**src/verilog/rv_pkg.sv**
```systemverilog
package rv_pkg;

    // Core data width and fetch start
    localparam int unsigned XLEN     = 64;
    localparam logic [31:0] RESET_PC = 32'd44;   // 0x2C, first main-program word
    localparam logic [31:0] NOP_WORD = 32'h0000_0013;   // ADDI x0,x0,0

    // Major opcodes, bits [6:0] of the instruction
    typedef enum logic [6:0] {
        OP_LUI    = 7'b0110111,
        OP_OPIMM  = 7'b0010011,
        OP_OP     = 7'b0110011,
        OP_LOAD   = 7'b0000011,
        OP_STORE  = 7'b0100011,
        OP_JAL    = 7'b1101111,
        OP_SYSTEM = 7'b1110011
    } opcode_e;

    // Machine-mode CSR addresses that exist in csr_unit
    typedef enum logic [11:0] {
        CSR_MSTATUS = 12'h300,
        CSR_MIE     = 12'h304,
        CSR_MTVEC   = 12'h305,
        CSR_MEPC    = 12'h341,
        CSR_MCAUSE  = 12'h342,
        CSR_MIP     = 12'h344
    } csr_addr_e;

    // mstatus bit positions
    localparam int unsigned MSTATUS_MIE_BIT  = 3;
    localparam int unsigned MSTATUS_MPIE_BIT = 7;

    // External interrupt enable in mie, same position as MEIP in mip
    localparam int unsigned MIE_MEIE_BIT = 11;

    // Interrupt flag in bit 63, exception code 11
    localparam logic [63:0] MCAUSE_MEI = 64'h8000_0000_0000_000B;

    // MRET is one fixed word, no operand fields
    localparam logic [31:0] MRET_WORD = 32'h3020_0073;

    // Data memory map
    localparam logic [63:0] MMIO_OUT_ADDR = 64'h0000_0000_8000_0000;   // Output register
    localparam int unsigned RAM_WORDS     = 32;   // Doublewords
    localparam int unsigned RAM_AW        = $clog2(RAM_WORDS);
    localparam logic [63:0] RAM_BASE      = 64'h0000_0000_0000_1000;

endpackage

```
**src/verilog/riscv64_core.sv**
```systemverilog
`timescale 1ns/10ps

module riscv64_core (
    input  logic                     clk,
    input  logic                     reset,
    input  logic [31:0]              instruction,      // Word at pc, valid before the edge
    output logic [31:0]              pc,
    output logic                     heartbeat,
    // Register file
    output logic [4:0]               rs1_addr,
    output logic [4:0]               rs2_addr,
    input  logic [rv_pkg::XLEN-1:0]  rs1_data,
    input  logic [rv_pkg::XLEN-1:0]  rs2_data,
    output logic                     rd_we,
    output logic [4:0]               rd_addr,
    output logic [rv_pkg::XLEN-1:0]  rd_data,
    // CSR unit
    output logic                     csr_we,
    output logic [11:0]              csr_addr,
    output logic [rv_pkg::XLEN-1:0]  csr_wdata,
    input  logic [rv_pkg::XLEN-1:0]  csr_rdata,
    output logic                     trap_take,
    output logic                     mret_take,
    output logic [31:0]              trap_pc,
    input  logic                     irq_req,
    input  logic [31:0]              mtvec_out,
    input  logic [31:0]              mepc_out,
    // Data bus master
    output logic [rv_pkg::XLEN-1:0]  bus_address,
    output logic [rv_pkg::XLEN-1:0]  bus_write_data,
    output logic                     bus_write_enable,
    output logic                     bus_read_enable,
    input  logic [rv_pkg::XLEN-1:0]  bus_read_data
);

    logic [31:0]             ir;          // Fetch register
    logic [31:0]             ir_pc;       // Address ir came from
    logic                    bubble;      // ir holds a squashed fetch
    logic [31:0]             pc_next;
    logic                    redirect;
    logic                    live;        // ir really executes this cycle
    rv_pkg::opcode_e         opcode;
    logic [2:0]              funct3;
    logic [6:0]              funct7;
    logic [rv_pkg::XLEN-1:0] imm_u;
    logic [rv_pkg::XLEN-1:0] imm_i;
    logic [rv_pkg::XLEN-1:0] imm_s;
    logic [31:0]             imm_j;       // Only feeds the 32-bit pc
    logic                    is_lui;
    logic                    is_addi;
    logic                    is_add;
    logic                    is_ld;
    logic                    is_sd;
    logic                    is_jal;
    logic                    is_csrrw;
    logic                    is_mret;

    // Field split
    assign opcode   = rv_pkg::opcode_e'(ir[6:0]);
    assign funct3   = ir[14:12];
    assign funct7   = ir[31:25];
    assign rs1_addr = ir[19:15];
    assign rs2_addr = ir[24:20];
    assign rd_addr  = ir[11:7];

    // Immediates, all sign-extended
    assign imm_u = {{32{ir[31]}}, ir[31:12], 12'b0};
    assign imm_i = {{52{ir[31]}}, ir[31:20]};
    assign imm_s = {{52{ir[31]}}, ir[31:25], ir[11:7]};
    assign imm_j = {{11{ir[31]}}, ir[31], ir[19:12], ir[20], ir[30:21], 1'b0};

    // Interrupt wins over whatever sits in ir, bubbles never trap
    assign trap_take = irq_req && !bubble;
    assign trap_pc   = ir_pc;             // Squashed instruction resumes after MRET
    assign live      = !bubble && !trap_take;

    // Decode, anything unmatched is a no-op
    always_comb begin
        is_lui   = 1'b0;
        is_addi  = 1'b0;
        is_add   = 1'b0;
        is_ld    = 1'b0;
        is_sd    = 1'b0;
        is_jal   = 1'b0;
        is_csrrw = 1'b0;
        is_mret  = 1'b0;
        case (opcode)
            rv_pkg::OP_LUI:    is_lui  = live;
            rv_pkg::OP_OPIMM:  is_addi = live && (funct3 == 3'b000);
            rv_pkg::OP_OP:     is_add  = live && (funct3 == 3'b000) && (funct7 == 7'b0);
            rv_pkg::OP_LOAD:   is_ld   = live && (funct3 == 3'b011);   // Doubleword only
            rv_pkg::OP_STORE:  is_sd   = live && (funct3 == 3'b011);
            rv_pkg::OP_JAL:    is_jal  = live;
            rv_pkg::OP_SYSTEM: begin
                is_csrrw = live && (funct3 == 3'b001);
                is_mret  = live && (ir == rv_pkg::MRET_WORD);
            end
            default: ;
        endcase
    end

    // Write-back select
    assign rd_we = is_lui | is_addi | is_add | is_ld | is_jal | is_csrrw;
    always_comb begin
        rd_data = '0;
        if (is_lui)   rd_data = imm_u;
        if (is_addi)  rd_data = rs1_data + imm_i;
        if (is_add)   rd_data = rs1_data + rs2_data;
        if (is_ld)    rd_data = bus_read_data;      // Same-cycle bus read
        if (is_jal)   rd_data = {32'b0, ir_pc + 32'd4};   // Link address
        if (is_csrrw) rd_data = csr_rdata;           // Old CSR value
    end

    // CSR access and MRET pulse
    assign csr_we    = is_csrrw;
    assign csr_addr  = ir[31:20];
    assign csr_wdata = rs1_data;
    assign mret_take = is_mret;

    // Load/store, address from rs1 plus I or S offset
    assign bus_address      = rs1_data + (is_sd ? imm_s : imm_i);
    assign bus_write_data   = rs2_data;
    assign bus_write_enable = is_sd;
    assign bus_read_enable  = is_ld;

    // Next pc, trap first
    always_comb begin
        pc_next  = pc + 32'd4;
        redirect = 1'b1;
        if (trap_take)    pc_next = mtvec_out;
        else if (is_jal)  pc_next = ir_pc + imm_j;
        else if (is_mret) pc_next = mepc_out;
        else              redirect = 1'b0;
    end

    // Fetch and pc registers
    always_ff @(posedge clk or negedge reset) begin
        if (!reset) begin
            pc        <= rv_pkg::RESET_PC;
            ir        <= rv_pkg::NOP_WORD;
            ir_pc     <= rv_pkg::RESET_PC;
            bubble    <= 1'b0;
            heartbeat <= 1'b0;
        end else begin
            pc        <= pc_next;
            ir        <= instruction;
            ir_pc     <= pc;
            bubble    <= redirect;          // Kill the fetch already in flight
            heartbeat <= ~heartbeat;        // Toggles every cycle
        end
    end

endmodule

```
**config.mk**
```make
export PLATFORM = sky130hd
export DESIGN_NAME = riscv64_core
export DESIGN_NICKNAME = d
export VERILOG_FILES = /design/src/verilog/rv_pkg.sv /design/src/verilog/riscv64_core.sv
export SDC_FILE = /design/constraint.sdc
export NUM_CORES = 1
export LEC_CHECK = 0
export ABC_AREA = 1
export BUFFER_PORTS_ARGS = -buffer_cell sky130_fd_sc_hd__clkbuf_2
export CAP_MARGIN = 20
export CORE_AREA = 2 2 273 275
export CTS_BUF_LIST = sky130_fd_sc_hd__clkbuf_8
export DETAILED_ROUTE_END_ITERATION = 8
export DIE_AREA = 0 0 275 277
export GPL_TIMING_DRIVEN = 0
export PLACE_DENSITY = 0.63
export SYNTH_ARGS = -nofsm -noshare
export SYNTH_HDL_FRONTEND = slang
export SYNTH_SLANG_ARGS = --single-unit
```
**constraint.sdc**
```tcl
create_clock -name clk -period 5 [get_ports clk]
set_clock_uncertainty 0.15 [all_clocks]
set_input_delay 0.5 -clock clk [delete_from_list [all_inputs] [get_ports clk]]
set_output_delay 0.5 -clock clk [all_outputs]
set_load 0.03 [all_outputs]
```
# Word level (Yosys, flattened, before mapping)
# Cells that the tools add are included.
classes:
  bitwise_logic: 6
  reduce_logical: 11
  eq_ne: 10
  addsub: 6
  mux: 21
op_table:
  columns: ["cell", "n"]
  rows:
  - ["two-way mux 64 bit", 6]
  - ["adder 64 bit", 3]
  - ["two-way mux 32 bit", 3]
  - ["adder 32 x 3 -> 32 bit (second input constant)", 2]
  - ["adder 32 bit", 1]
  - ["== test 32 x 30 -> 1 bit (second input constant)", 1]
  - ["== test 7 x 6 -> 1 bit (second input constant)", 3]
  - ["== test 7 bit (second input constant)", 2]
  - ["two-way mux 1 bit", 11]
  - ["== test 7 x 2 -> 1 bit (second input constant)", 1]
  - ["== test 7 x 5 -> 1 bit (second input constant)", 1]
  - ["logical AND 1 bit", 7]
  - ["logical NOT 7 bit", 1]
  - ["two-way mux 5 bit", 1]
  - ["bitwise OR 1 bit", 5]
  - ["== test 3 x 1 -> 1 bit (second input constant)", 1]
  - ["== test 3 x 2 -> 1 bit (second input constant)", 1]
  - ["logical NOT 3 bit", 1]
  - ["logical NOT 1 bit", 2]
  - ["inverter 1 bit", 1]
totals:
  wordCells: 59
  out_inout_bits: 354
  in_bits: 355
  ff_bits: 98

# Depth between registers and ports, before layout
# Gate-level depths: netlist (run 1).
logic_depth:
  depth_word: 11
  depth_mapped: 23
  ltp_nobuf: 23

# Worst setup path before layout (run 1)
# Ideal clock, no wire load.
synth_path:
  path_type: "in2out"
  start: "in irq_req"
  end: "out bus_address[41] (netlist name)"
  path_buffers: 0
  t_arrival_ns: 3.498
  cell_stages: 19
  required_time_ns: 4.350
  setup_slack_ns: 0.852
  cell_sequence: "nor2_4 nand2_1 nor3_1 nand4_1 inv_1 o21ai_0 ha_1 a21oi_1 nand2_1 nand2_1 nand2_1 a21oi_1 inv_1 nand2_1 nand2_1 nand2_1 nand2_1 a21oi_1 xor2_1"
synth_via:
  elab_chain_len: 7
synth_lines:
  columns: ["element", "line", "rtl"]
  rows:
  - ["start: declaration", "riscv64_core.sv:25", "input logic irq_req,"]
  - ["logical AND 1 bit", "riscv64_core.sv:73", "assign trap_take = irq_req && !bubble;"]
  - ["logical NOT 1 bit", "riscv64_core.sv:75", "assign live = !bubble && !trap_take;"]
  - ["logical AND 1 bit", "riscv64_core.sv:75", null]
  - ["logical AND 1 bit", "riscv64_core.sv:92", "rv_pkg::OP_STORE: is_sd = live && (funct3 == 3'b011);"]
  - ["two-way mux 1 bit", "riscv64_core.sv:87", "case (opcode)"]
  - ["net bus_write_enable", "riscv64_core.sv:31", "output logic bus_write_enable,"]
  - ["two-way mux 5 bit", "riscv64_core.sv:121", "assign bus_address = rs1_data + (is_sd ? imm_s : imm_i);"]
  - ["adder 64 bit", "riscv64_core.sv:121", null]
  - ["end: declaration", "riscv64_core.sv:29", "output logic [rv_pkg::XLEN-1:0] bus_address,"]
# The timed path passes the listed nets, and every way through them passes these cells.

# Worst setup path after layout (run 1)
layout_path:
  start: "reg ir[1]"
  end: "out rd_data[56] (netlist name)"
layout_via:
  elab_chain_len: 8
  word_cells_on_any_way: 18
  classes_between: "eq/ne (6); mux (12)"
layout_lines:
  columns: ["element", "line", "rtl"]
  rows:
  - ["start: declaration", "riscv64_core.sv:36", "logic [31:0] ir;"]
  - ["start signal: assignment", "riscv64_core.sv:140", "ir <= rv_pkg::NOP_WORD;"]
  - ["start signal: assignment", "riscv64_core.sv:146", "ir <= instruction;"]
  - ["== test 7 x 6 -> 1 bit", "riscv64_core.sv:87", null]
  - ["two-way mux 1 bit", "riscv64_core.sv:87", null]
  - ["two-way mux 64 bit", "riscv64_core.sv:106", "if (is_lui) rd_data = imm_u;"]
  - ["two-way mux 64 bit", "riscv64_core.sv:107", "if (is_addi) rd_data = rs1_data + imm_i;"]
  - ["two-way mux 64 bit", "riscv64_core.sv:108", "if (is_add) rd_data = rs1_data + rs2_data;"]
  - ["two-way mux 64 bit", "riscv64_core.sv:109", "if (is_ld) rd_data = bus_read_data;"]
  - ["two-way mux 64 bit", "riscv64_core.sv:110", "if (is_jal) rd_data = {32'b0, ir_pc + 32'd4};"]
  - ["two-way mux 64 bit (*)", "riscv64_core.sv:111", "if (is_csrrw) rd_data = csr_rdata;"]
  - ["end: declaration", "riscv64_core.sv:16", "output logic [rv_pkg::XLEN-1:0] rd_data,"]
# Every way passes the cells marked *; elsewhere a longest branch is shown, timed or not.

==> flow_metrics.env, run 1 <==
export IMPL_io_pins=709
export IMPL_nets=5791
export IMPL_die_area_sq_um=76200
export IMPL_worst_r2r_setup_slack_ns=1.83
export IMPL_min_path_type="primary input to asynchronous set/reset pin"
export IMPL_peakVddDrop_v=0.000202
export IMPL_clockBufferDepth=2
export IMPL_fillers=8747
export IMPL_seqCellArea_sq_um=2470
export IMPL_avgSynthCellArea_sq_um=5.17
export IMPL_crit_arrival_ns=4.16
export IMPL_pwr_share_comb_pct=68.4
export IMPL_switching_share_pct=58.3
export IMPL_end_kind="output port"
export IMPL_dp_cells=6222
export IMPL_post_place_ws_ns=-0.188
export IMPL_drcViolationCount=0
export IMPL_grt_max_degree=99
export IMPL_globalRouteMet3Util_pct=6.28
export IMPL_design_core_area_sq_um=73600
export IMPL_synth_edf_count=0
export IMPL_synth_cell_type_count=50
export IMPL_htree_levels=3
export IMPL_switchingPower_mw=3.21
export IMPL_synth_simple_gate_area_share_pct=47.0
export IMPL_ys_flop_type="dfrtp_1"
export IMPL_cts_tree="done"
export IMPL_grt_pass1_wl_um=206000
export IMPL_p_clk_share_pct=10.8
export IMPL_final_cell_mix="nand2_1, inv_1, clkbuf_2"
export IMPL_routed_via_density=5.11
export IMPL_drive_above_1_share_pct=18.8
export IMPL_groute_usage_overall_pct=37.9
export IMPL_die_x_um=275
export IMPL_multi_input_area_sq_um=16600
export IMPL_cp_common_cell="nand2_1"
export IMPL_muxShareOfSynthArea_pct=0
export IMPL_cts_root_buf="clkbuf_8"
export IMPL_io_buffers=708
export IMPL_setup_slack_ns=0.191
export IMPL_p_leak_nw=17.6
export IMPL_drv_slew=0
export IMPL_slew_headroom_pct=23.8
export IMPL_max_cap_viol_count=0
export IMPL_syn_area_sq_um=23500
export IMPL_top_usage_layer="met2"
export IMPL_path_clk_slew_ns=0.10
export IMPL_ys_async_sr_fraction_pct=100
export IMPL_clock_sinks=98
export IMPL_ant_nets=0
export IMPL_tightest_slew_ns=1.14
export IMPL_synthesis_nets=5065
export IMPL_drt_iter0_markers=3052
export IMPL_critPathKind="flop to output port"
export IMPL_synth_xor_area_share_pct=3.58
export IMPL_powerDensity_nw_per_um2=192
export IMPL_clock_latency_ns=0.42
export IMPL_grtUsageMet2_pct=62.8
export IMPL_num_vias=32000
export IMPL_final_cells=6251
export IMPL_timing_final_crit_share_pct=96.2
export IMPL_worstPathMaxFanout=10
export IMPL_crit_chain="nand2_1 > nor2_1 > nand2_2 > nor3_1 > nand2_1 > inv_2 > clkbuf_1 > nand2_1 > nand2_1 > clkbuf_2"
export IMPL_p_int_mw=2.30
export IMPL_yosysSeqAreaShare_pct=10.5
export IMPL_max_freq_ghz=0.208
export IMPL_dr_pass1_iters=7
export IMPL_use_met1_pct=43.5
export IMPL_crit_required_ns=4.35
export IMPL_path_buf_inv=3
export IMPL_ys_seq_elements=98
export IMPL_start_kind="flop"
export IMPL_numCtsBuffers=9
export IMPL_gp_congestion=1.04
export IMPL_cp_slowest_stage_delay_ns=0.61
export IMPL_synth_compound_area_share_pct=10.8
export IMPL_power_frac_seq_pct=20.8
export IMPL_slowest_stage="clkbuf_1"
export IMPL_postSynthCellCount=4543
export IMPL_setup_viol=0
export IMPL_floorplan_rows=100
export IMPL_synth_top_family_by_area="simple AND/OR/NAND/NOR gates"
export IMPL_avgRoutedWirePerCell_um=24.0
export IMPL_hold_viol=0
export IMPL_final_common_cell="nand2_1"
export IMPL_synth_fa_ha_area_share_pct=9.03
export IMPL_post_dp_hpwl_um=130000
export IMPL_status="finished clean"
export IMPL_grt_overflow_total=0
export IMPL_fp_dieH_um=277
export IMPL_grt_pass1_vias=29500
export IMPL_routed_wl_um=150000
export IMPL_crit_family="simple AND/OR/NAND/NOR gates"
export IMPL_synthToLayoutAreaGrowth_pct=22.1
export IMPL_yosysWarnings=0
export IMPL_start_util_pct=31.9
export IMPL_antenna_found_initial=16
export IMPL_min_period_ns=4.81
export IMPL_rsz0062_at_grt="true"
cell type report:
class,instances,area share [%]
Tap cell,969,4.23
Clock buffer,9,0.432
Multi-Input combinational cell,3420,58.0
Inverter,801,10.5
Clock inverter,7,0.305
Antenna cell,8,0.0698
Timing Repair Buffer,715,12.7
Sequential cell,98,8.60
Buffer,224,5.17
layer usage:
layer	vias up	share of wire [%]
met3	383	8.0
met5	-	0.069
met2	1644	46
li1	15500	-
met4	14	8.8
met1	14400	37
kinds of logic after synthesis:
group,Yosys count
adders and majority gates,167
AOI/OAI and AO/OA,464
buffers and inverters,1025
and+or+nand+nor,2693
xor gates and xnor gates,96
DFF,98
worst paths after layout:
| check | startpoint | to | cells after the start |
|---|---|---|---|
| setup / recovery | ir[1] | rd_data[56] | 10 |
| hold / removal | reset | trap_pc[0] | 1 |
| setup reg to reg | ir[21] | pc[29] | 13 |
| hold reg to reg | pc[5] | trap_pc[5] | 0 |
| max in group asynchronous | reset | pc[27] | 1 |
| min in group clk | instruction[17] | ir[17] | 1 |
synthesized netlist by cell type, drive strengths merged, types with 5 or more instances:
cell,n,area (sq um)
or2,32,200
nor4,18,128
nand3,330,1650
xnor2,17,149
inv,800,3000
o21a,5,37.5
dfstp,9,236
and2,5,31.3
o21ai,156,788
dfrtp,89,2230
a21o,5,37.5
nand3b,20,150
o221ai,5,43.8
o21bai,22,165
nor3,60,315
clkbuf,34,128
and3,5,31.3
a21oi,219,1100
buf,190,1350
nand4,59,369
a31oi,21,131
nand2,1721,6470
o211ai,14,105
ha,163,2040
xor2,79,692
nor2,442,1670
metrics by stage:
| step | util, % | power (mW) | hold WS (ns) | TNS [ns] | area, sq um |
|---|---|---|---|---|---|
| 2_1_floorplan | - | 3.43 | 0.0544 | 0 | 23500 |
| 3_3_place_gp | 38.4 | 4.82 | 0.256 | -48.58 | 28200 |
| 3_5_place_dp | 38.5 | 4.83 | 0.256 | -1.20 | 28300 |
| 4_1_cts | 38.8 | 5.43 | 0.0176 | 0 | 28600 |
| 5_1_grt | 39.0 | 5.84 | 0.0207 | -0.0535 | 28700 |
| 6_report | 39.0 | 5.51 | 0.00196 | 0 | 28700 |
power groups by stage:
stage	Sequential [mW]	Combinational, mW	Clock (mW)
after global routing	1.15	4.07	0.621
final	1.15	3.77	0.593
after CTS	1.14	3.70	0.594
after detailed placement	1.15	3.68	0
after floorplan	1.24	2.19	0
after global placement	1.16	3.65	0
registers in the layout, summed over array words and instances, names as in the netlist:
name / flops
ir: 32
pc: 32
trap_pc: 32
bubble: 1
heartbeat: 1
timing repair:
item	CTS	global route
setup buffers	1	2
gates resized for setup	8	24
hold endpoints to repair	2	0
hold buffers	2	0
pin swaps	1	2
endpoints found under the setup margin	41	28
(Power assumes the default switching activity.)
==> inputs of run 2 (changes only) <==
- CELL_PAD_IN_SITES_DETAIL_PLACEMENT: default -> 1
- CELL_PAD_IN_SITES_GLOBAL_PLACEMENT: default -> 1
- CORE_AREA: 2 2 273 275 -> 2 2 278 280
- DIE_AREA: 0 0 275 277 -> 0 0 280 282
- PLACE_DENSITY: 0.63 -> 0.85
==> flow_metrics.env, run 2 (synthesized netlist as in run 1, its figures left out) <==
export IMPL_status="finished clean"
export IMPL_setup_viol=0
export IMPL_crit_family="simple AND/OR/NAND/NOR gates"
export IMPL_crit_chain="ha_1 > nand2_1 > nor2_1 > nand2_1 > nor2_1 > nand2_1 > nand3_1 > nand3_1 > nand3_1 > nand3_1 > nand3_1 > nand2_1 > nand2_1 > nand2_1 > clkbuf_2"
export IMPL_grt_overflow_total=0
export IMPL_ant_nets=0
export IMPL_end_kind="output port"
export IMPL_start_util_pct=31.0
export IMPL_final_common_cell="nand2_1"
export IMPL_die_area_sq_um=79000
export IMPL_clock_latency_ns=0.42
export IMPL_routed_via_density=5.30
export IMPL_gp_congestion=1.03
export IMPL_grt_max_degree=62
export IMPL_peakVddDrop_v=0.000156
export IMPL_avgRoutedWirePerCell_um=26.0
export IMPL_critPathKind="flop to output port"
export IMPL_worst_r2r_setup_slack_ns=1.42
export IMPL_drive_above_1_share_pct=19.1
export IMPL_reg2reg_from="ir[31]"
export IMPL_io_pins=709
export IMPL_drcViolationCount=0
export IMPL_worstPathMaxFanout=35
export IMPL_path_clk_slew_ns=0.10
export IMPL_clock_sinks=98
export IMPL_slowest_stage="dfrtp_4"
export IMPL_grt_pass1_vias=32300
export IMPL_dr_pass1_iters=6
export IMPL_num_vias=33200
export IMPL_reg2reg_depth=9
export IMPL_io_buffers=708
export IMPL_min_path_type="primary input to flop"
export IMPL_hold_viol=0
export IMPL_slew_headroom_pct=29.6
export IMPL_drt_iter0_markers=2571
export IMPL_clockBufferDepth=2
export IMPL_crit_end="rd_data[56]"
export IMPL_post_dp_hpwl_um=143000
export IMPL_drv_slew=0
export IMPL_cts_tree="done"
export IMPL_routed_wl_um=163000
export IMPL_max_cap_viol_count=0
export IMPL_tightest_slew_ns=1.05
export IMPL_fp_dieH_um=282
export IMPL_crit_required_ns=4.35
export IMPL_cts_root_buf="clkbuf_8"
export IMPL_die_x_um=280
export IMPL_max_freq_ghz=0.205
export IMPL_path_buf_inv=1
export IMPL_cp_common_cell="nand2_1"
export IMPL_r2r_end="pc[22]"
export IMPL_antenna_found_initial=19
export IMPL_numCtsBuffers=9
export IMPL_fillers=11100
export IMPL_p_leak_nw=17.6
export IMPL_crit_arrival_ns=4.23
export IMPL_cp_startpoint="ir[31]"
export IMPL_power_mw=5.60
export IMPL_final_cell_mix="nand2_1, inv_1, clkbuf_2"
export IMPL_powerDensity_nw_per_um2=194
export IMPL_nets=5793
export IMPL_cp_slowest_stage_delay_ns=0.72
export IMPL_fin_util_pct=38.1
export IMPL_final_cells=6267
export IMPL_min_period_ns=4.88
export IMPL_floorplan_rows=101
export IMPL_rsz0062_at_grt="true"
export IMPL_design_core_area_sq_um=75700
export IMPL_grt_pass1_wl_um=224000
export IMPL_dp_cells=6232
export IMPL_timing_final_crit_share_pct=97.6
export IMPL_groute_usage_overall_pct=39.6
export IMPL_start_kind="flop"
export IMPL_path_depth=15
export IMPL_synthToLayoutAreaGrowth_pct=22.8
export IMPL_htree_levels=3
## run 2: changes by cell type in the layout (fill, tap and decap cells not counted), sizes merged
| cell | previous run | this run |
|---|---|---|
| buf | 198 | 203 |
| bufinv | 2 | 1 |
| clkbuf | 748 | 746 |
| clkinv | 1 | 2 |
| diode | 8 | 13 |
| inv | 804 | 803 |
## run 2: power breakdown
part	total, mW	switching, mW	internal [mW]
clock network	0.559	0.316	0.243
logic	3.87	2.74	1.13
registers	1.17	0.264	0.908
## run 2: routing by layer
metal  routed length (um)  share of wire [%]  GRT usage [%]
met5                   65              0.040              0
met4                16700                 10           34.5
met3                11500                7.1           7.20
met2                74800                 46           67.0
met1                59500                 37           42.6
## run 2: timing repair
item / 4_1_cts / 5_1_grt
gates cloned: 0 / 0
endpoints found under the hold margin: 38 / 0
pin swaps: 1 / 3
setup buffers: 3 / 1
hold buffers: 2 / 0
gates resized for setup: 11 / 49
setup endpoints to repair: 45 / 47
## run 2: worst min-delay path by stage
stage	cells past startpoint	to	start
CTS	1	ir[0]	instruction[0]
floorplan	0	bubble	reset
global route	1	ir[0]	instruction[0]
detailed placement	0	trap_pc[5]	pc[5]
global placement	0	trap_pc[5]	pc[5]
finish	1	ir[0]	instruction[0]
## run 2: layout make-up
type | count | area (sq um) | area share, %
antenna | 13 | 32.5 | 0.113
buffer | 224 | 1480 | 5.14
clock buffer | 10 | 138 | 0.477
clock inverter | 6 | 58.8 | 0.204
inverter | 801 | 3010 | 10.4
multi-input combinational | 3420 | 16700 | 58.0
sequential | 98 | 2470 | 8.56
tap | 978 | 1220 | 4.24
timing repair buffer | 717 | 3700 | 12.8
## run 2: worst register-to-register path, delay by kind of cell (launching register included)
family / cells / cell delay, ns
and+or+nand+nor: 4 / 1.33
DFF: 1 / 0.72
AOI/OAI and AO/OA: 3 / 0.51
adders and majority gates: 1 / 0.44
buffers and inverters: 1 / 0.31
## run 2: through the flow
| stage | setup TNS [ns] | hold slack [ns] | worst slack (ns) | area (sq um) |
|---|---|---|---|---|
| global route | -0.177 | 0.00299 | -0.0839 | 28800 |
| global placement | -48.11 | 0.255 | -1.24 | 28200 |
| finish | 0 | 0.0108 | 0.122 | 28800 |
| CTS | 0 | 0.00191 | 0.00603 | 28600 |
| floorplan | 0 | 0.0544 | 0.852 | 23500 |
| detailed placement | -2.12 | 0.253 | -0.258 | 28300 |
